`src/frameBuf_cfg.svh`:
```
`ifndef FRAMEBUF_CFG_SVH
`define FRAMEBUF_CFG_SVH

// panel geometry
`define FB_WIDTH 64
`define FB_HEIGHT 32
`define FB_BYTES_PER_PIXEL 2

// memory size in pixels and in bytes
`define FB_NUM_PIXELS (`FB_WIDTH * `FB_HEIGHT)
`define FB_NUM_BYTES (`FB_NUM_PIXELS * `FB_BYTES_PER_PIXEL)

// byte address for host writes, 12 bits for the 64x32 panel
`define FB_BYTE_ADDR_W ($clog2(`FB_NUM_BYTES))

// pixel address for 16-bit reads, one bit narrower
`define FB_PIXEL_ADDR_W ($clog2(`FB_NUM_PIXELS))

// coordinate widths
// the pixel index splits as {row, col}
`define FB_COL_W ($clog2(`FB_WIDTH))
`define FB_ROW_W ($clog2(`FB_HEIGHT))

// host data byte
`define FB_DATA_W 8

// last byte touched by the power-on clear
`define FB_LAST_BYTE (`FB_NUM_BYTES - 1)

`endif

```
`src/frameBufPkg.sv`:
```
`include "frameBuf_cfg.svh"

package frameBufPkg;

    // host command opcodes
    typedef enum logic [1:0] {
        OpNop      = 2'd0,
        // load address bits 7:0
        OpAddrLow  = 2'd1,
        // load upper address bits from the low nibble of data
        OpAddrHigh = 2'd2,
        // write data at the address, then post-increment
        OpWrite    = 2'd3
    } hostOpE;

    // single-cycle host command
    typedef struct packed {
        hostOpE                 opcode;
        logic [`FB_DATA_W-1:0]  data;
    } hostCmdT;

    // scan FSM states
    typedef enum logic {
        ScanIdle   = 1'b0,
        ScanActive = 1'b1
    } scanStateE;

    // RGB565 color, red sits in the top bits of the pixel word
    typedef struct packed {
        logic [4:0] red;
        logic [5:0] green;
        logic [4:0] blue;
    } rgb565T;

    // decoded pixel with its position on the panel
    typedef struct packed {
        logic [`FB_ROW_W-1:0]   row;
        logic [`FB_COL_W-1:0]   col;
        rgb565T                 color;
    } pixelT;

endpackage

```
`src/scanGenerator.sv`:
```
`timescale 1ns/1ps
`include "frameBuf_cfg.svh"

module scanGenerator import frameBufPkg::*; (
    input  logic                        ClockA,
    input  logic                        rstN,
    input  logic                        scanEn,
    output logic                        rdEn,
    output logic [`FB_PIXEL_ADDR_W-1:0] rdPixelAddr,
    input  rgb565T                      rdWord,
    output logic                        pixelValid,
    output pixelT                       pixel,
    output logic                        frameStart
);

    scanStateE state;

    // next pixel to request
    logic [`FB_PIXEL_ADDR_W-1:0] pixIdx;

    // index of the read now returning from memory
    logic [`FB_PIXEL_ADDR_W-1:0] issuedIdx;

    // FSM: idle until enabled, back to idle when scanEn drops
    always_ff @(posedge ClockA) begin
        if (!rstN) begin
            state <= ScanIdle;
        end else begin
            case (state)
                ScanIdle: begin
                    if (scanEn) begin
                        state <= ScanActive;
                    end
                end
                ScanActive: begin
                    if (!scanEn) begin
                        state <= ScanIdle;
                    end
                end
                default: begin
                    state <= ScanIdle;
                end
            endcase
        end
    end

    // issue stops in the same cycle scanEn goes low
    assign rdEn = (state == ScanActive) && scanEn;
    assign rdPixelAddr = pixIdx;

    // index counter, wraps after the last pixel
    always_ff @(posedge ClockA) begin
        if (!rstN) begin
            pixIdx     <= '0;
            pixelValid <= 1'b0;
        end else begin
            pixelValid <= rdEn;
            if (rdEn) begin
                pixIdx <= pixIdx + 1'b1;
            end
        end
    end

    // line up the index with the memory latency
    always_ff @(posedge ClockA) begin
        if (rdEn) begin
            issuedIdx <= pixIdx;
        end
    end

    // row-major split of the index
    assign pixel.row   = issuedIdx[`FB_PIXEL_ADDR_W-1:`FB_COL_W];
    assign pixel.col   = issuedIdx[`FB_COL_W-1:0];
    assign pixel.color = rdWord;

    assign frameStart = pixelValid && (issuedIdx == '0);

endmodule

```
`config.mk`:
```
export PLATFORM = sky130hd
export DESIGN_NAME = scanGenerator
export DESIGN_NICKNAME = d
export VERILOG_FILES = /design/src/frameBufPkg.sv /design/src/scanGenerator.sv
export VERILOG_INCLUDE_DIRS = /design/src
export SDC_FILE = /design/constraint.sdc
export NUM_CORES = 1
export LEC_CHECK = 0
export BUFFER_PORTS_ARGS = -buffer_cell sky130_fd_sc_hd__buf_2
export CELL_PAD_IN_SITES_DETAIL_PLACEMENT = 2
export CELL_PAD_IN_SITES_GLOBAL_PLACEMENT = 2
export CORE_UTILIZATION = 22
export DETAILED_ROUTE_END_ITERATION = 6
export PLACE_DENSITY_LB_ADDON = 0.3
export SETUP_SLACK_MARGIN = 0.4
export SLEW_MARGIN = 25
export SYNTH_ARGS = -nofsm -noshare
export SYNTH_HDL_FRONTEND = slang
export SYNTH_SLANG_ARGS = --single-unit
```
`constraint.sdc`:
```
create_clock -name ClockA -period 1.4 [get_ports ClockA]
set_input_delay 0.21 -clock ClockA [delete_from_list [all_inputs] [get_ports ClockA]]
set_output_delay 0.21 -clock ClockA [all_outputs]
set_load 0.03 [all_outputs]
```
==> results of run 1 <==
==> final cells by class <==
type	count	area, um^2
Fill cell	456	2670
Sequential cell	24	637
Timing Repair Buffer	53	552
Multi-Input combinational cell	48	449
Tap cell	52	65.1
Clock buffer	4	45.0
Inverter	6	26.3
==> sequential cells by signal (all words and copies together), names as in the netlist <==
signal	cells
issuedIdx	11
pixelValid	1
state	1
rdPixelAddr	11
==> power by group through the flow <==
stage                     Sequential [mW]  Combinational, mW  Clock [mW]
final                               0.726              0.114       0.423
after global routing                0.727              0.121       0.458
after CTS                           0.731             0.0974       0.431
after detailed placement            0.754             0.0602           0
after global placement              0.753             0.0583           0
after floorplan                     0.767              0.106           0
==> cells by family after synthesis <==
| family | synth area share |
|---|---|
| muxes | 0.0193 |
| and+or+nand+nor | 0.169 |
| AOI/OAI and AO/OA | 0.0749 |
| buffers and inverters | 0.138 |
| DFF | 0.570 |
| xor gates and xnor gates | 0.0169 |
| adders and majority gates | 0.0121 |
==> worst max-delay path, cell delays in order (launching register included) <==
cell and delay, ps:
edfxtp_1 430, nor4_4 340, and3_4 230, buf_6 120
==> stage by stage <==
stage                     setup slack [ps]  total power, mW
after floorplan                       59.7            0.872
after global placement                40.9            0.812
after detailed placement             -31.3            0.814
after CTS                             -179             1.26
after global routing                  -242             1.31
final                                 -189             1.26
==> layout by cell type (no fill, tap or decap), types with 2 or more instances in the layout <==
master	Yosys	final
buf_2	0	2
dfxtp_4	0	12
nand2_1	8	7
clkbuf_8	0	3
mux2i_1	2	2
o21ai_0	3	3
nor4_4	0	3
edfxtp_1	11	11
o31ai_1	2	2
or3_1	3	3
nand3_1	3	2
a21oi_1	6	5
nand4_4	0	2
inv_1	4	3
buf_4	16	11
buf_6	0	39
nor2_1	3	3
==> worst max path at each step <==
stage	to	cells after the start
final	frameStart	3
after global routing	frameStart	3
after CTS	frameStart	3
after detailed placement	rdPixelAddr[8]	4
after global placement	rdPixelAddr[8]	4
after floorplan	rdPixelAddr[8]	4
==> what timing repair did <==
action / 4_1_cts / 5_1_grt
endpoints found under the setup margin: 44 / 46
pin swaps: 9 / 10
gates resized for setup: 72 / 24
setup buffers: 15 / 8
==> metal layers <==
metal / track usage / vias to the layer above / wire length, um
li1: - / 406 / -
met1: 0.139 / 427 / 1350
met2: 0.249 / 30 / 1950
met3: 0.0199 / 8 / 157
met4: 0.0533 / 0 / 82
met5: 0 / - / 0
==> flow_metrics.env, run 1 <==
export IMPL_run_status="finished with violations"
export IMPL_failing_checks="DRC, setup timing"
export IMPL_timing_final_crit_period_ps=1590
export IMPL_synth_top_cell_area_share=0.319
export IMPL_timing_hold_worst_path_depth=3
export IMPL_crit_reg2reg_capture="rdPixelAddr[8]"
export IMPL_synth_sequential_area_ratio=0.570
export IMPL_netlist_top_cells_area="edfxtp_1 (32%), dfxtp_1 (25%), buf_4 (12%)"
export IMPL_comb_power_share=0.090
export IMPL_min_delay_start="rstN"
export IMPL_post_synth_num_cell_types=27
export IMPL_r2r_start="rdPixelAddr[0]"
export IMPL_die_w_um=70.6
export IMPL_grt_setup_unrepaired="yes"
export IMPL_core_region_area_um2=4440
export IMPL_floorplan_initialDensity=0.233
export IMPL_detail_route_vias_per_cell=4.66
export IMPL_layout_worst_path_cycle_share=1.14
export IMPL_num_antenna_cells=0
export IMPL_num_rows=24
export IMPL_tritoncts="done"
export IMPL_final_max_slew_viol_count=0
export IMPL_dp_hpwl_um=1910
export IMPL_reg2reg_depth=4
export IMPL_hold_buffers=0
export IMPL_synth_edff_count=11
export IMPL_post_synth_instance_area_um2=1040
export IMPL_most_instantiated_library_cell_after_synthesis="buf_4"
export IMPL_max_cap_violations=0
export IMPL_finalNonFillerCells=187
export IMPL_postLayoutSetupSlackWorst_ps=-189
export IMPL_peakVddDrop_mv=0.314
export IMPL_synth_area_leader_cell="edfxtp_1"
export IMPL_postLayoutCoreUtil=0.399
export IMPL_detail_route_wl_per_cell_um=18.9
export IMPL_drt_first_pass_iters=6
export IMPL_overflow=0
export IMPL_hold_ep="rdPixelAddr[7]"
export IMPL_cellLeakagePower_nw=0.718
export IMPL_syn_num_nets=114
export IMPL_worst_slew_margin_rel=0.776
export IMPL_ys_dominant_reg_cell="dfxtp_1"
export IMPL_cts_htree_levels=1
export IMPL_worstSetupStartpoint="issuedIdx[6]"
export IMPL_hold_ws_ps=285
export IMPL_switching_share=0.228
export IMPL_die_height_um=70.6
export IMPL_seq_power_share=0.575
export IMPL_worst_slew_pin_transition_ps=333
export IMPL_synthArstFlopShare=0
export IMPL_criticalPathCategory="reg -> out"
export IMPL_clock_sinks=24
export IMPL_power_density_nw_per_um2=712
export IMPL_synthesis_area_per_instance_um2=11.0
export IMPL_clockRootBuffer="clkbuf_8"
export IMPL_clock_power_share=0.335
export IMPL_route_antenna_remaining_nets=0
export IMPL_syn_instance_count=94
export IMPL_fin_skew_ps=11.6
export IMPL_clk_pin_slew_worst_paths_ps=80
export IMPL_required_time_at_the_endpoint_of_the_critical_path_ps=1190
export IMPL_dr_first_iter_drc_count=70
export IMPL_setup_total_negative_slack_ps=-521
export IMPL_cts_root_to_sink_buffers=2
export IMPL_placedCellCount=160
export IMPL_final_hold_vio_count=0
export IMPL_routed_via_count=871
export IMPL_detail_route_wirelength_um=3530
export IMPL_reg2reg_setup_slack_ps=-140
export IMPL_p_switching_mw=0.288
export IMPL_min_delay_path_class="in -> reg"
export IMPL_final_setup_viol_count=4
export IMPL_fmax_mhz=629
export IMPL_gp_congestion=0.653
export IMPL_floorplan_die_area_um2=4990
export IMPL_placed_cell_area_um2=1190
export IMPL_boundaryPins=60
export IMPL_synth_commonest_cells="buf_4 (16), dfxtp_1 (13), edfxtp_1 (11)"
export IMPL_grt_first_pass_wirelength_um=4920
export IMPL_clkLatencyLatePin_ps=270
export IMPL_design_area_um2=1770
export IMPL_first_global_vias=946
export IMPL_area_growth_syn_to_layout_pct=71.3
export IMPL_crit_path_arrival_time_ps=1380
export IMPL_endpoint_kind="output port"
export IMPL_yosys_warnings=0
export IMPL_detail_route_drc_violations=16
export IMPL_nets=156
export IMPL_io_buffers=27
export IMPL_pin_count_of_the_biggest_net_entering_global_routing=14
export IMPL_antenna_found_initial=0
export IMPL_p_int_mw=0.975
export IMPL_gr_util_all_layers=0.129
export IMPL_ys_seq_elements=24
export IMPL_cts_buffers=3
export IMPL_worst_path_max_fanout=2
export IMPL_drive_above_1_share=0.644
export IMPL_type_of_element_launching_the_critical_path="flop"
Note: power is estimated with default switching activity, not from simulation.
==> run 2: changes to the inputs <==
--- a/config.mk
+++ b/config.mk
@@ -9,9 +9,9 @@
 export BUFFER_PORTS_ARGS = -buffer_cell sky130_fd_sc_hd__buf_2
 export CELL_PAD_IN_SITES_DETAIL_PLACEMENT = 2
 export CELL_PAD_IN_SITES_GLOBAL_PLACEMENT = 2
-export CORE_UTILIZATION = 22
+export CORE_UTILIZATION = 24
 export DETAILED_ROUTE_END_ITERATION = 6
-export PLACE_DENSITY_LB_ADDON = 0.3
+export PLACE_DENSITY_LB_ADDON = 0.1
 export SETUP_SLACK_MARGIN = 0.4
 export SLEW_MARGIN = 25
 export SYNTH_ARGS = -nofsm -noshare
==> constraint.sdc (replaced) <==
create_clock -name ClockA -period 1.5 [get_ports ClockA]
set_input_delay 0.225 -clock ClockA [delete_from_list [all_inputs] [get_ports ClockA]]
set_output_delay 0.225 -clock ClockA [all_outputs]
set_load 0.03 [all_outputs]
==> run 2 against run 1 <==
  * The run ends with setup timing left
  * Register-to-register slack better by 320 ps
  * First-iteration DRC count fell by 67%
  * Clock skew barely moved
  * Core utilization up 2.3 points
  * Critical path type unchanged
  * Critical endpoint unchanged
  * Largest cell class unchanged
==> flow_metrics.env, run 2 (synthesized netlist as in run 1, its figures left out) <==
export IMPL_detailedPlace_worstSlack_ps=60.2
export IMPL_critical_path_cell_chain="nor4b_2 -> and3_4 -> buf_6"
export IMPL_failing_checks="setup timing"
export IMPL_clk_pin_slew_worst_paths_ps=90
export IMPL_power_density_nw_per_um2=671
export IMPL_placedCellCount=156
export IMPL_antenna_found_initial=0
export IMPL_critical_path_slowest_cell="edfxtp_1"
export IMPL_grt_first_pass_wirelength_um=4510
export IMPL_final_hold_vio_count=0
export IMPL_finalNonFillerCells=186
export IMPL_die_height_um=67.7
export IMPL_max_cap_violations=0
export IMPL_fin_skew_ps=11.1
export IMPL_crit_path_max_cell_delay_ps=430
export IMPL_timing_final_crit_period_ps=1600
export IMPL_detail_route_vias_per_cell=4.68
export IMPL_io_buffers=27
export IMPL_r2r_start="rdPixelAddr[0]"
export IMPL_floorplan_initialDensity=0.254
export IMPL_clock_sinks=24
export IMPL_run_status="finished with violations"
export IMPL_routed_via_count=870
export IMPL_core_region_area_um2=4090
export IMPL_nets=157
export IMPL_dr_first_iter_drc_count=23
export IMPL_setup_total_negative_slack_ps=-98.8
export IMPL_floorplan_die_area_um2=4580
export IMPL_pin_count_of_the_biggest_net_entering_global_routing=14
export IMPL_cts_htree_levels=1
export IMPL_peakVddDrop_mv=0.293
export IMPL_fmax_mhz=625
export IMPL_min_delay_start="rstN"
export IMPL_worst_path_max_fanout=2
export IMPL_gp_congestion=0.668
export IMPL_detail_route_wirelength_um=3060
export IMPL_drive_above_1_share=0.669
export IMPL_required_time_at_the_endpoint_of_the_critical_path_ps=1270
export IMPL_cts_buffers=3
export IMPL_min_delay_path_class="in -> reg"
export IMPL_first_global_vias=908
export IMPL_boundaryPins=60
export IMPL_cellLeakagePower_nw=0.716
export IMPL_worstSetupStartpoint="issuedIdx[2]"
export IMPL_final_setup_viol_count=1
export IMPL_type_of_element_launching_the_critical_path="flop"
export IMPL_criticalPathCategory="reg -> out"
export IMPL_dp_hpwl_um=1830
export IMPL_num_rows=23
export IMPL_endpoint_kind="output port"
export IMPL_worst_slew_margin_rel=0.759
export IMPL_crit_path_arrival_time_ps=1370
export IMPL_gr_util_all_layers=0.137
export IMPL_most_common_cell_after_layout_fill_and_taps_aside="buf_6"
export IMPL_detail_route_wl_per_cell_um=16.4
export IMPL_hold_ws_ps=305
export IMPL_area_growth_syn_to_layout_pct=66.4
export IMPL_overflow=0
export IMPL_route_antenna_remaining_nets=0
export IMPL_tritoncts="done"
export IMPL_cts_root_to_sink_buffers=2
export IMPL_layout_common_cells="buf_6 (27), buf_4 (14), edfxtp_1 (11)"
export IMPL_seqCellArea_um2=627
export IMPL_multi_input_comb_area_um2=459
export IMPL_postLayoutSetupSlackWorst_ps=-98.8
export IMPL_die_w_um=67.7
export IMPL_worst_slew_pin_transition_ps=359
export IMPL_final_max_slew_viol_count=0
export IMPL_num_antenna_cells=0
export IMPL_clkLatencyLatePin_ps=260
export IMPL_layout_worst_path_cycle_share=1.07
export IMPL_clockRootBuffer="clkbuf_8"
export IMPL_grt_setup_unrepaired="yes"
export IMPL_drt_first_pass_iters=3
export IMPL_fillerInstances=417
export IMPL_detail_route_drc_violations=0
export IMPL_postLayoutCoreUtil=0.422
==> run 2: cell count changes in the layout (fill, tap and decap cells not counted), moves of 3 or more <==
cell	previous run	this run
buf_6	39	27
clkbuf_4	0	6
buf_2	2	6
a21oi_1	5	2
a21oi_2	1	4
buf_4	11	14
dfxtp_4	12	9
==> run 2: repair_timing <==
item                                    in CTS  in global routing
setup buffers                               22                  4
endpoints found under the setup margin      21                 35
hold buffers                                 0                  0
resized for setup                           40                 49
pin swaps                                   14                  8
==> run 2: where the power goes <==
group	switching, mW	internal, mW
Sequential	0.00863	0.675
Combinational	0.0509	0.0456
Clock	0.194	0.183
Total	0.254	0.903
==> run 2: final timing paths <==
kind	slack [ps]	cells past startpoint	end
setup / recovery	-100	3	frameStart
hold / removal	300	3	rdPixelAddr[9]
setup reg to reg	180	5	rdPixelAddr[6]
hold reg to reg	470	0	issuedIdx[9]
==> run 2: worst max-delay path, delay by kind of cell, from the launching register on <==
| family | cells | cell delay [ps] |
|---|---|---|
| buffers and inverters | 1 | 120 |
| DFF | 1 | 430 |
| and+or+nand+nor | 2 | 550 |
==> run 2: final cells by class <==
cell class / count / area share
Clock buffer: 3 / 0.0239
Clock inverter: 1 / 0.00218
Inverter: 6 / 0.0152
Multi-Input combinational cell: 48 / 0.266
Sequential cell: 24 / 0.364
Tap cell: 50 / 0.0363
Timing Repair Buffer: 54 / 0.292
==> run 2: stage by stage <==
stage	area, um^2	power (mW)
finish	1720	1.16
global route	1720	1.20
CTS	1570	1.17
detailed placement	1170	0.756
global placement	1170	0.754
floorplan	1080	0.813
==> run 2: metal layers <==
metal,share of wire,vias up,GRT usage
met3,0.042,16,0.0220
met4,0.014,0,0.0505
li1,-,411,-
met5,0,-,0
met2,0.53,30,0.255
met1,0.42,413,0.155
