File: src/frameBuf_cfg.svh
`ifndef FRAMEBUF_CFG_SVH
`define FRAMEBUF_CFG_SVH

// panel geometry
`define FB_WIDTH 64
`define FB_HEIGHT 32
`define FB_BYTES_PER_PIXEL 2

// memory size in pixels and in bytes
`define FB_NUM_PIXELS (`FB_WIDTH * `FB_HEIGHT)
`define FB_NUM_BYTES (`FB_NUM_PIXELS * `FB_BYTES_PER_PIXEL)

// byte address for host writes, 12 bits for the 64x32 panel
`define FB_BYTE_ADDR_W ($clog2(`FB_NUM_BYTES))

// pixel address for 16-bit reads, one bit narrower
`define FB_PIXEL_ADDR_W ($clog2(`FB_NUM_PIXELS))

// coordinate widths
// the pixel index splits as {row, col}
`define FB_COL_W ($clog2(`FB_WIDTH))
`define FB_ROW_W ($clog2(`FB_HEIGHT))

// host data byte
`define FB_DATA_W 8

// last byte touched by the power-on clear
`define FB_LAST_BYTE (`FB_NUM_BYTES - 1)

`endif

File: src/frameBufPkg.sv
`include "frameBuf_cfg.svh"

package frameBufPkg;

    // host command opcodes
    typedef enum logic [1:0] {
        OpNop      = 2'd0,
        // load address bits 7:0
        OpAddrLow  = 2'd1,
        // load upper address bits from the low nibble of data
        OpAddrHigh = 2'd2,
        // write data at the address, then post-increment
        OpWrite    = 2'd3
    } hostOpE;

    // single-cycle host command
    typedef struct packed {
        hostOpE                 opcode;
        logic [`FB_DATA_W-1:0]  data;
    } hostCmdT;

    // scan FSM states
    typedef enum logic {
        ScanIdle   = 1'b0,
        ScanActive = 1'b1
    } scanStateE;

    // RGB565 color, red sits in the top bits of the pixel word
    typedef struct packed {
        logic [4:0] red;
        logic [5:0] green;
        logic [4:0] blue;
    } rgb565T;

    // decoded pixel with its position on the panel
    typedef struct packed {
        logic [`FB_ROW_W-1:0]   row;
        logic [`FB_COL_W-1:0]   col;
        rgb565T                 color;
    } pixelT;

endpackage

File: src/hostWriter.sv
`timescale 1ns/1ps
`include "frameBuf_cfg.svh"

module hostWriter import frameBufPkg::*; (
    input  logic                        ClockA,
    input  logic                        rstN,
    input  logic                        cmdValid,
    input  hostCmdT                     cmd,
    output logic                        wrEn,
    output logic [`FB_BYTE_ADDR_W-1:0]  wrAddr,
    output logic [`FB_DATA_W-1:0]       wrData
);

    // byte address for the next write
    logic [`FB_BYTE_ADDR_W-1:0] addrReg;

    always_ff @(posedge ClockA) begin
        if (!rstN) begin
            addrReg <= '0;
        end else if (cmdValid) begin
            case (cmd.opcode)
                OpAddrLow: begin
                    addrReg[7:0] <= cmd.data;
                end
                OpAddrHigh: begin
                    // only the low nibble reaches the address
                    addrReg[`FB_BYTE_ADDR_W-1:8] <= cmd.data[`FB_BYTE_ADDR_W-9:0];
                end
                OpWrite: begin
                    // wraps from the last byte back to 0
                    addrReg <= addrReg + 1'b1;
                end
                default: begin
                    addrReg <= addrReg;
                end
            endcase
        end
    end

    // write strobe in the same cycle as the command
    assign wrEn = cmdValid && (cmd.opcode == OpWrite);

    // address before the increment
    assign wrAddr = addrReg;
    assign wrData = cmd.data;

endmodule

File: config.mk
export PLATFORM = sky130hd
export DESIGN_NAME = hostWriter
export DESIGN_NICKNAME = d
export VERILOG_FILES = /design/src/frameBufPkg.sv /design/src/hostWriter.sv
export VERILOG_INCLUDE_DIRS = /design/src
export SDC_FILE = /design/constraint.sdc
export NUM_CORES = 1
export LEC_CHECK = 0
export CAP_MARGIN = 20
export CORE_MARGIN = 2
export CORE_UTILIZATION = 60
export CTS_CLUSTER_DIAMETER = 30
export DETAILED_ROUTE_END_ITERATION = 6
export DONT_BUFFER_PORTS = 1
export PLACE_DENSITY = 0.82
export SLEW_MARGIN = 20
export SYNTH_ARGS = -nofsm -noshare
export SYNTH_HDL_FRONTEND = slang
export SYNTH_SLANG_ARGS = --single-unit
File: constraint.sdc
create_clock -name ClockA -period 1.8 [get_ports ClockA]
set_input_delay 0.09 -clock ClockA [delete_from_list [all_inputs] [get_ports ClockA]]
set_output_delay 0.09 -clock ClockA [all_outputs]
set_load 0.02 [all_outputs]
==> results.py, run 1 <==
metrics = {
    "synthesis": {
        "ys.flop_type": "dfxtp_1",
        "yosysTopAreaCell": "dfxtp_1",
        "synth_area_sq_um": 840,
        "synth_warnings": 0,
        "yosysMostFrequentCell": "dfxtp_1",
        "synthArstFlopShare_pct": 0,
        "synth-edff-count": 0,
        "synthCells": 112,
        "ys_seq_area_share_pct": 28.6,
        "synth_cell_types": 39,
        "synth_fp_nets": 126,
        "synth_top_area_share_pct": 28.6,
        "synthTopCellsByCount": "dfxtp_1 (12), a21oi_1 (11), nand2_1 (11), buf_4 (9), nor2_1 (9)",
        "synth.area.top_cells": "dfxtp_1 (29%), buf_4 (8.0%), a21oi_1 (6.6%), nand2_1 (4.9%), o22ai_1 (4.5%)",
        "synth.avg_cell_area_sq_um": 7.50,
        "synth-seq-cells": 12,
    },
    "routing": {
        "routedWlPerCell_microns": 17.2,
        "vias": 864,
        "drc": 0,
        "antenna_left": 0,
        "drt-total-wl_mm": 2.22,
        "drt_iter0_drc": 42,
        "via_per_inst": 6.70,
        "drt_pass1_iterations": 4,
    },
    "clocking": {
        "cts_tree": "yes",
        "cts_root_buf": "clkbuf_4",
        "worstSkewPairLatency_ns": 0.28,
        "clockBufferDepth": 2,
        "htree_levels": 1,
        "clkTransAtPathRegs_ns": 0.08,
        "clock_sinks": 12,
        "cts-buffers-inserted": 3,
        "post_cts_resized": 0,
    },
    "run": {
        "maxCapViolations": 0,
    },
    "layout": {
        "largest_reg_flops": 12,
        "areaGrowthSynthToFinish_pct": 6.86,
        "fin_nets": 129,
        "fin_cells": 129,
        "drive_gt1_share_pct": 18.4,
        "diodes": 0,
    },
    "worst_setup_path": {
        "r2r_slack_ns": 0.15,
        "crit_fanout": 6,
        "cp.arrival_ns": 1.86,
        "worstPathRequired_ns": 2.01,
        "critPathLaunchType": "flip-flop",
        "worstSetupPathType": "flip-flop to flip-flop",
        "setup.worst_path.end_class": "flip-flop",
    },
    "outcome": {
        "status": "finished clean",
    },
    "die": {
        "ios": 34,
        "die_h_microns": 41.4,
        "dieArea_sq_mm": 0.00171,
        "rows": 13,
        "initial_core_util_pct": 64.5,
        "core_area_sq_mm": 0.00130,
        "die_w_microns": 41.4,
    },
    "sta": {
        "period_share_pct": 91.8,
        "slew_headroom_pct": 76.5,
        "worstMarginPinSlew_ns": 0.351,
        "fmax_mhz": 605,
        "tns_ns": 0,
        "fin_skew_ns": 0.000233,
        "hold_violations": 0,
        "holdWs_ns": 0.00417,
        "period_needed_ns": 1.65,
        "slew_viol_final": 0,
        "setup_violations": 0,
        "fin_ws_ns": 0.147,
        "rsz0062_at_grt": "false",
    },
    "global_route": {
        "grt_pass1_vias": 797,
        "groute.usage.overall_pct": 25.9,
        "grt_overflow": 0,
        "grt_pass1_wl_mm": 3.48,
        "grt_start_max_net_pins": 16,
        "antenna_found_initial": 0,
    },
    "placed_design": {
        "place_worst_setup_slack_ns": 0.180,
        "hpwlAfterDp_mm": 1.57,
        "dp_cells": 123,
        "gp_congestion": 0.820,
        "io_buffers": 0,
    },
    "power": {
        "powerDensity_mw_per_mm2": 694,
        "leakagePower_nw": 0.346,
        "ir_drop_mv": 0.402,
    },
    "hold_path": {
        "hp-class": "input port to flip-flop",
    },
}
## cell families after synthesis
kind of cell | after synthesis | share of synthesized area (%)
adders and majority gates | 1 | 1.49
AOI/OAI and AO/OA | 33 | 26.2
and+or+nand+nor | 45 | 28.5
DFF | 12 | 28.6
muxes | 2 | 2.38
buffers and inverters | 19 | 12.8
## critical path, stage by stage, from the launching register on
cell,delay (ns)
dfxtp_1,0.42
ha_1,0.24
and4_1,0.27
nand3_1,0.14
o32a_1,0.35
o22ai_1,0.15
## through the flow
stage	instance area (sq um)	utilization, %	power (W)
after global placement	841	64.6	0.000397
after detailed placement	841	64.6	0.000400
after CTS	897	68.9	0.000623
final	897	68.9	0.000623
after global routing	897	68.9	0.000648
after floorplan	840	-	0.000405
## final timing paths
check,from,endpoint,cells after the start
worst max-delay path,wrAddr[0],wrAddr[10],5
worst min-delay path,cmd[9],wrAddr[5],2
worst max register to register,wrAddr[0],wrAddr[10],5
worst min register to register,wrAddr[1],wrAddr[1],2
## cells in the final DEF, fill, tap and decap left out, types with 2 or more instances in the layout
cell type       n
inv_1           6
mux2i_1         2
clkbuf_4        3
dlygate4sd3_1   2
a31oi_1         2
nand4_1         3
a211oi_1        2
o22ai_1         6
nor2_1          9
dfxtp_1        12
nor2b_1         2
nand2_1        11
and2_1          2
buf_4           9
a21oi_1        11
o21ai_0         2
nor4_1          2
o211ai_1        2
nand3_1         5
## layer usage
layer  vias up  part of all wire (%)  global-route usage, %
met4         0                   2.3                   14.8
li1        408                     -                      -
met3         6                    11                   9.57
met2        61                    47                   41.6
met1       389                    40                   29.3
met5         -                     0                      0
## area by class of cell
| class | instances | area [sq um] |
|---|---|---|
| inverters | 6 | 22.5 |
| flip-flops and latches | 12 | 240 |
| multi-input cells | 81 | 492 |
| repair buffers | 11 | 87.6 |
| clock buffers | 4 | 36.3 |
| fillers | 110 | 404 |
| well taps | 15 | 18.8 |
## where the power goes
group          switching (W)  internal [W]
Clock              0.0000976      0.000123
Sequential         0.0000164      0.000278
Combinational      0.0000631     0.0000448
Total               0.000177      0.000446
## timing repair
action | 4_1_cts | 5_1_grt
setup buffers | 0 | 0
hold buffers | 2 | 0
endpoints found under the hold margin | 7 | 0
(Power assumes the default switching activity.)
==> run 2, diff against run 1 <==
--- a/config.mk
+++ b/config.mk
@@ -8,11 +8,11 @@
 export LEC_CHECK = 0
 export CAP_MARGIN = 20
 export CORE_MARGIN = 2
-export CORE_UTILIZATION = 60
+export CORE_UTILIZATION = 50
 export CTS_CLUSTER_DIAMETER = 30
 export DETAILED_ROUTE_END_ITERATION = 6
 export DONT_BUFFER_PORTS = 1
-export PLACE_DENSITY = 0.82
+export PLACE_DENSITY = 0.74
 export SLEW_MARGIN = 20
 export SYNTH_ARGS = -nofsm -noshare
 export SYNTH_HDL_FRONTEND = slang
==> constraint.sdc (replaced) <==
create_clock -name ClockA -period 1.5 [get_ports ClockA]
set_input_delay 0.075 -clock ClockA [delete_from_list [all_inputs] [get_ports ClockA]]
set_output_delay 0.075 -clock ClockA [all_outputs]
set_load 0.02 [all_outputs]
==> results.py, run 2 (same netlist as run 1, synthesis figures left out) <==
metrics = {
    "routing": {
        "antenna_left": 0,
        "via_per_inst": 6.40,
        "routedWlPerCell_microns": 16.3,
        "vias": 883,
        "drc": 0,
        "drt-total-wl_mm": 2.24,
        "drt_pass1_iterations": 4,
        "drt_iter0_drc": 42,
    },
    "worst_setup_path": {
        "worstPathRequired_ns": 1.71,
        "r2r_cells": 5,
        "setup.worst_path.end_class": "flip-flop",
        "crit_fanout": 5,
        "max_stage_delay_ns": 0.37,
        "cpMaxStageDelayCell": "dfxtp_4",
        "cp.arrival_ns": 1.68,
        "critPathLaunchType": "flip-flop",
        "crit_buf_inv": 0,
        "worstSetupPathType": "flip-flop to flip-flop",
        "crit_path_cell_trace": "ha_2, and4_4, nand3_2, o32a_1, o22ai_1",
        "crit_cells": 5,
        "critPathTopFamily": "compound AO/OA/AOI/OAI gates",
    },
    "global_route": {
        "groute.usage.overall_pct": 24.8,
        "grt-busiest-layer": "met2",
        "antenna_found_initial": 0,
        "grt_start_max_net_pins": 15,
        "grt.met1_usage_pct": 34.1,
        "grt_pass1_wl_mm": 3.57,
        "met3_usage_pct": 6.80,
        "gr-usage-met2_pct": 36.0,
        "grt_pass1_vias": 773,
        "grt_overflow": 0,
    },
    "die": {
        "rows": 14,
        "die_w_microns": 45.0,
        "ios": 34,
        "dieArea_sq_mm": 0.00202,
        "initial_core_util_pct": 54.5,
        "core_area_sq_mm": 0.00154,
        "die_h_microns": 45.0,
    },
    "clocking": {
        "cts-buffers-inserted": 3,
        "clock_sinks": 12,
        "postCtsSetupBuffers": 0,
        "clkTransAtPathRegs_ns": 0.08,
        "worstSkewPairLatency_ns": 0.28,
        "htree_levels": 1,
        "cts_tree": "yes",
        "clockBufferDepth": 2,
        "cts_root_buf": "clkbuf_4",
    },
    "layout": {
        "final_common_cell": "buf_4",
        "largest_reg_flops": 12,
        "diodes": 0,
        "drive_gt1_share_pct": 31.1,
        "layout_common_cells": "buf_4 (17), nand2_1 (11), a21oi_1 (11)",
        "fin_area_sq_um": 982,
        "fin_nets": 137,
        "areaGrowthSynthToFinish_pct": 17.0,
        "fill_cells": 136,
    },
    "placed_design": {
        "dpl_cell_area_sq_um": 928,
        "io_buffers": 0,
        "hpwlAfterDp_mm": 1.61,
        "gp_congestion": 0.838,
    },
    "sta": {
        "slew_viol_final": 0,
        "setup_violations": 0,
        "holdWs_ns": 0.0107,
        "fmax_mhz": 682,
        "worstMarginPinSlew_ns": 0.331,
        "period_needed_ns": 1.47,
        "hold_violations": 0,
        "tns_ns": 0,
        "period_share_pct": 97.8,
        "slew_headroom_pct": 77.8,
        "fin_skew_ns": 0.00311,
    },
    "power": {
        "leakagePower_nw": 0.384,
        "powerDensity_mw_per_mm2": 718,
        "ir_drop_mv": 0.525,
    },
    "hold_path": {
        "hp-class": "input port to flip-flop",
        "hold_path_depth": 2,
    },
    "run": {
        "maxCapViolations": 0,
    },
    "outcome": {
        "status": "finished clean",
    },
}
[run 2: layout make-up]
class | instances | area [sq um] | area share, %
Timing Repair Buffer | 19 | 148 | 15.0
Tap cell | 16 | 20.0 | 2.04
Clock buffer | 4 | 26.3 | 2.68
Multi-Input combinational cell | 81 | 502 | 51.1
Sequential cell | 12 | 264 | 26.9
Inverter | 6 | 22.5 | 2.29
[run 2: power breakdown]
group          internal [W]  total [W]  switching, W
logic             0.0000615   0.000144     0.0000826
clock network      0.000103   0.000219      0.000116
registers          0.000329   0.000342     0.0000132
[run 2: path summary, 6_finish.rpt]
path | startpoint | end | slack (ns)
setup / recovery | wrAddr[0] | wrAddr[10] | 0.03
hold / removal | cmd[8] | wrAddr[10] | 0.01
setup reg to reg | wrAddr[0] | wrAddr[10] | 0.03
hold reg to reg | wrAddr[0] | wrAddr[0] | 0.48
[run 2: routing by layer]
layer | part of all wire, % | vias up
li1 | - | 426
met1 | 42 | 407
met2 | 45 | 44
met3 | 10 | 6
met4 | 2.2 | 0
met5 | 0 | -
[run 2: timing repair]
| item | in CTS | in global routing |
|---|---|---|
| pin swaps | 0 | 2 |
| hold endpoints to repair | 7 | 0 |
| hold buffers | 2 | 0 |
| setup endpoints to repair | 1 | 2 |
| resized for setup | 1 | 1 |
[run 2: stage by stage]
stage / utilization [%] / setup slack, ns / power (W) / cells
3_3_place_gp: 60.2 / 0.0550 / 0.000482 / 132
5_1_grt: 63.7 / -0.000858 / 0.000739 / 138
6_report: 63.7 / 0.0337 / 0.000705 / 138
3_5_place_dp: 60.2 / 0.00733 / 0.000484 / 132
2_1_floorplan: - / 0.0143 / 0.000482 / 112
4_1_cts: 63.4 / 0.0244 / 0.000710 / 138
==> run 3, diff against run 2 <==
--- a/config.mk
+++ b/config.mk
@@ -13,6 +13,7 @@
 export DETAILED_ROUTE_END_ITERATION = 6
 export DONT_BUFFER_PORTS = 1
 export PLACE_DENSITY = 0.74
+export SETUP_SLACK_MARGIN = 0.05
 export SLEW_MARGIN = 20
 export SYNTH_ARGS = -nofsm -noshare
 export SYNTH_HDL_FRONTEND = slang
==> results.py, run 3 (same netlist as run 1, synthesis figures left out) <==
metrics = {
    "worst_setup_path": {
        "r2r_end": "wrAddr[8]",
        "crit_end": "wrAddr[8]",
        "r2r_slack_ns": 0.04,
        "r2r_cells": 6,
        "critPathLaunchType": "flip-flop",
        "worstSetupStartpoint": "wrAddr[0]",
        "crit_fanout": 4,
        "setup.worst_path.end_class": "flip-flop",
        "worstPathRequired_ns": 1.66,
        "r2r_start": "wrAddr[0]",
        "cp.arrival_ns": 1.63,
        "worstSetupPathType": "flip-flop to flip-flop",
    },
    "layout": {
        "diodes": 0,
        "layout_common_cells": "buf_4 (16), nand2_1 (11), a21oi_1 (11)",
        "areaGrowthSynthToFinish_pct": 20.0,
        "fill_cells": 132,
        "fin_nets": 137,
        "drive_gt1_share_pct": 32.0,
        "final_common_cell": "buf_4",
        "largest_reg_flops": 12,
    },
    "hold_path": {
        "hp-class": "input port to flip-flop",
    },
    "power": {
        "leakagePower_nw": 0.387,
        "powerDensity_mw_per_mm2": 710,
        "finalPower_w": 0.000715,
        "ir_drop_mv": 0.476,
    },
    "global_route": {
        "grt_pass1_wl_mm": 3.70,
        "grt_start_max_net_pins": 16,
        "antenna_found_initial": 0,
        "grt_pass1_vias": 840,
        "grt_overflow": 0,
        "groute.usage.overall_pct": 25.2,
    },
    "sta": {
        "setup_violations": 0,
        "worstMarginPinSlew_ns": 0.327,
        "tns_ns": 0,
        "slew_viol_final": 0,
        "period_share_pct": 97.6,
        "fin_skew_ns": 0.00695,
        "hold_violations": 1,
        "slew_headroom_pct": 78.1,
        "period_needed_ns": 1.46,
        "holdWs_ns": -0.000827,
        "rsz0062_at_grt": "true",
        "fmax_mhz": 683,
    },
    "die": {
        "rows": 14,
        "core_area_sq_mm": 0.00154,
        "die_w_microns": 45.0,
        "die_h_microns": 45.0,
        "dieArea_sq_mm": 0.00202,
        "initial_core_util_pct": 54.5,
        "ios": 34,
    },
    "routing": {
        "drt_iter0_drc": 37,
        "via_per_inst": 6.76,
        "vias": 933,
        "drt-total-wl_mm": 2.46,
        "drt_pass1_iterations": 4,
        "drc": 0,
        "routedWlPerCell_microns": 17.8,
        "antenna_left": 0,
    },
    "clocking": {
        "htree_levels": 1,
        "worstSkewPairLatency_ns": 0.28,
        "clockBufferDepth": 2,
        "clock_sinks": 12,
        "clkTransAtPathRegs_ns": 0.08,
        "cts-buffers-inserted": 3,
        "cts_root_buf": "clkbuf_4",
        "cts_tree": "yes",
    },
    "placed_design": {
        "io_buffers": 0,
        "gp_congestion": 0.889,
        "hpwlAfterDp_mm": 1.59,
    },
    "outcome": {
        "status": "finished, violations left",
        "violations": "negative hold slack",
    },
    "run": {
        "maxCapViolations": 0,
    },
}
==> run 3: critical path, stage by stage, from the launching register on <==
cell and delay (ns):
dfxtp_4 0.36, ha_2 0.18, and4_4 0.26, buf_4 0.11, nand4_1 0.15, mux2i_1 0.18
o22ai_1 0.10
==> run 3: worst min-delay path by stage <==
stage,cells after the start,end,start,slack (ns)
global placement,0,wrData[6],cmd[6],0.15
CTS,2,wrAddr[6],cmd[6],0.004
detailed placement,0,wrData[6],cmd[6],0.15
finish,2,wrAddr[6],cmd[6],-0.0008
floorplan,1,wrData[0],cmd[0],0.26
global route,2,wrAddr[6],cmd[6],0.01
==> run 3: area by class of cell <==
class                   instances  area (sq um)  share of cell area [%]
flip-flops and latches         12           267                    26.5
clock buffers                   4          26.3                    2.61
well taps                      16          20.0                    1.99
inverters                       6          22.5                    2.24
repair buffers                 19           151                    15.0
multi-input cells              81           520                    51.7
==> run 3: what timing repair did <==
action,in CTS,in global routing
pin swaps,3,2
resized for setup,3,3
hold buffers,2,0
buffers inserted,2,5
hold endpoints to repair,7,0
setup endpoints to repair,2,2
==> run 3: through the flow <==
step | worst slack (ns) | instances | util, % | hold slack, ns | instance area [sq um]
global placement | 0.0731 | 125 | 57.0 | 0.150 | 878
detailed placement | 0.0249 | 125 | 57.0 | 0.150 | 878
floorplan | 0.0311 | 112 | - | 0.263 | 868
CTS | 0.0512 | 133 | 61.9 | 0.00369 | 955
global route | 0.0000426 | 138 | 65.3 | 0.0140 | 1010
finish | 0.0354 | 138 | 65.3 | -0.000827 | 1010
==> run 3: power breakdown <==
part | switching, W | leakage [nW] | internal (W) | total, W
clock | 0.000120 | 0.0150 | 0.000103 | 0.000223
sequential | 0.0000210 | 0.103 | 0.000328 | 0.000349
combinational | 0.0000810 | 0.269 | 0.0000621 | 0.000143
total | 0.000222 | 0.387 | 0.000493 | 0.000715
==> run 3: routing by layer <==
| layer | track usage, % | up-vias | wire length, microns |
|---|---|---|---|
| met5 | 0 | - | 0 |
| met4 | 17.1 | 0 | 97 |
| met3 | 7.20 | 15 | 231 |
| met2 | 39.7 | 64 | 1130 |
| met1 | 29.5 | 429 | 1010 |
| li1 | - | 425 | - |
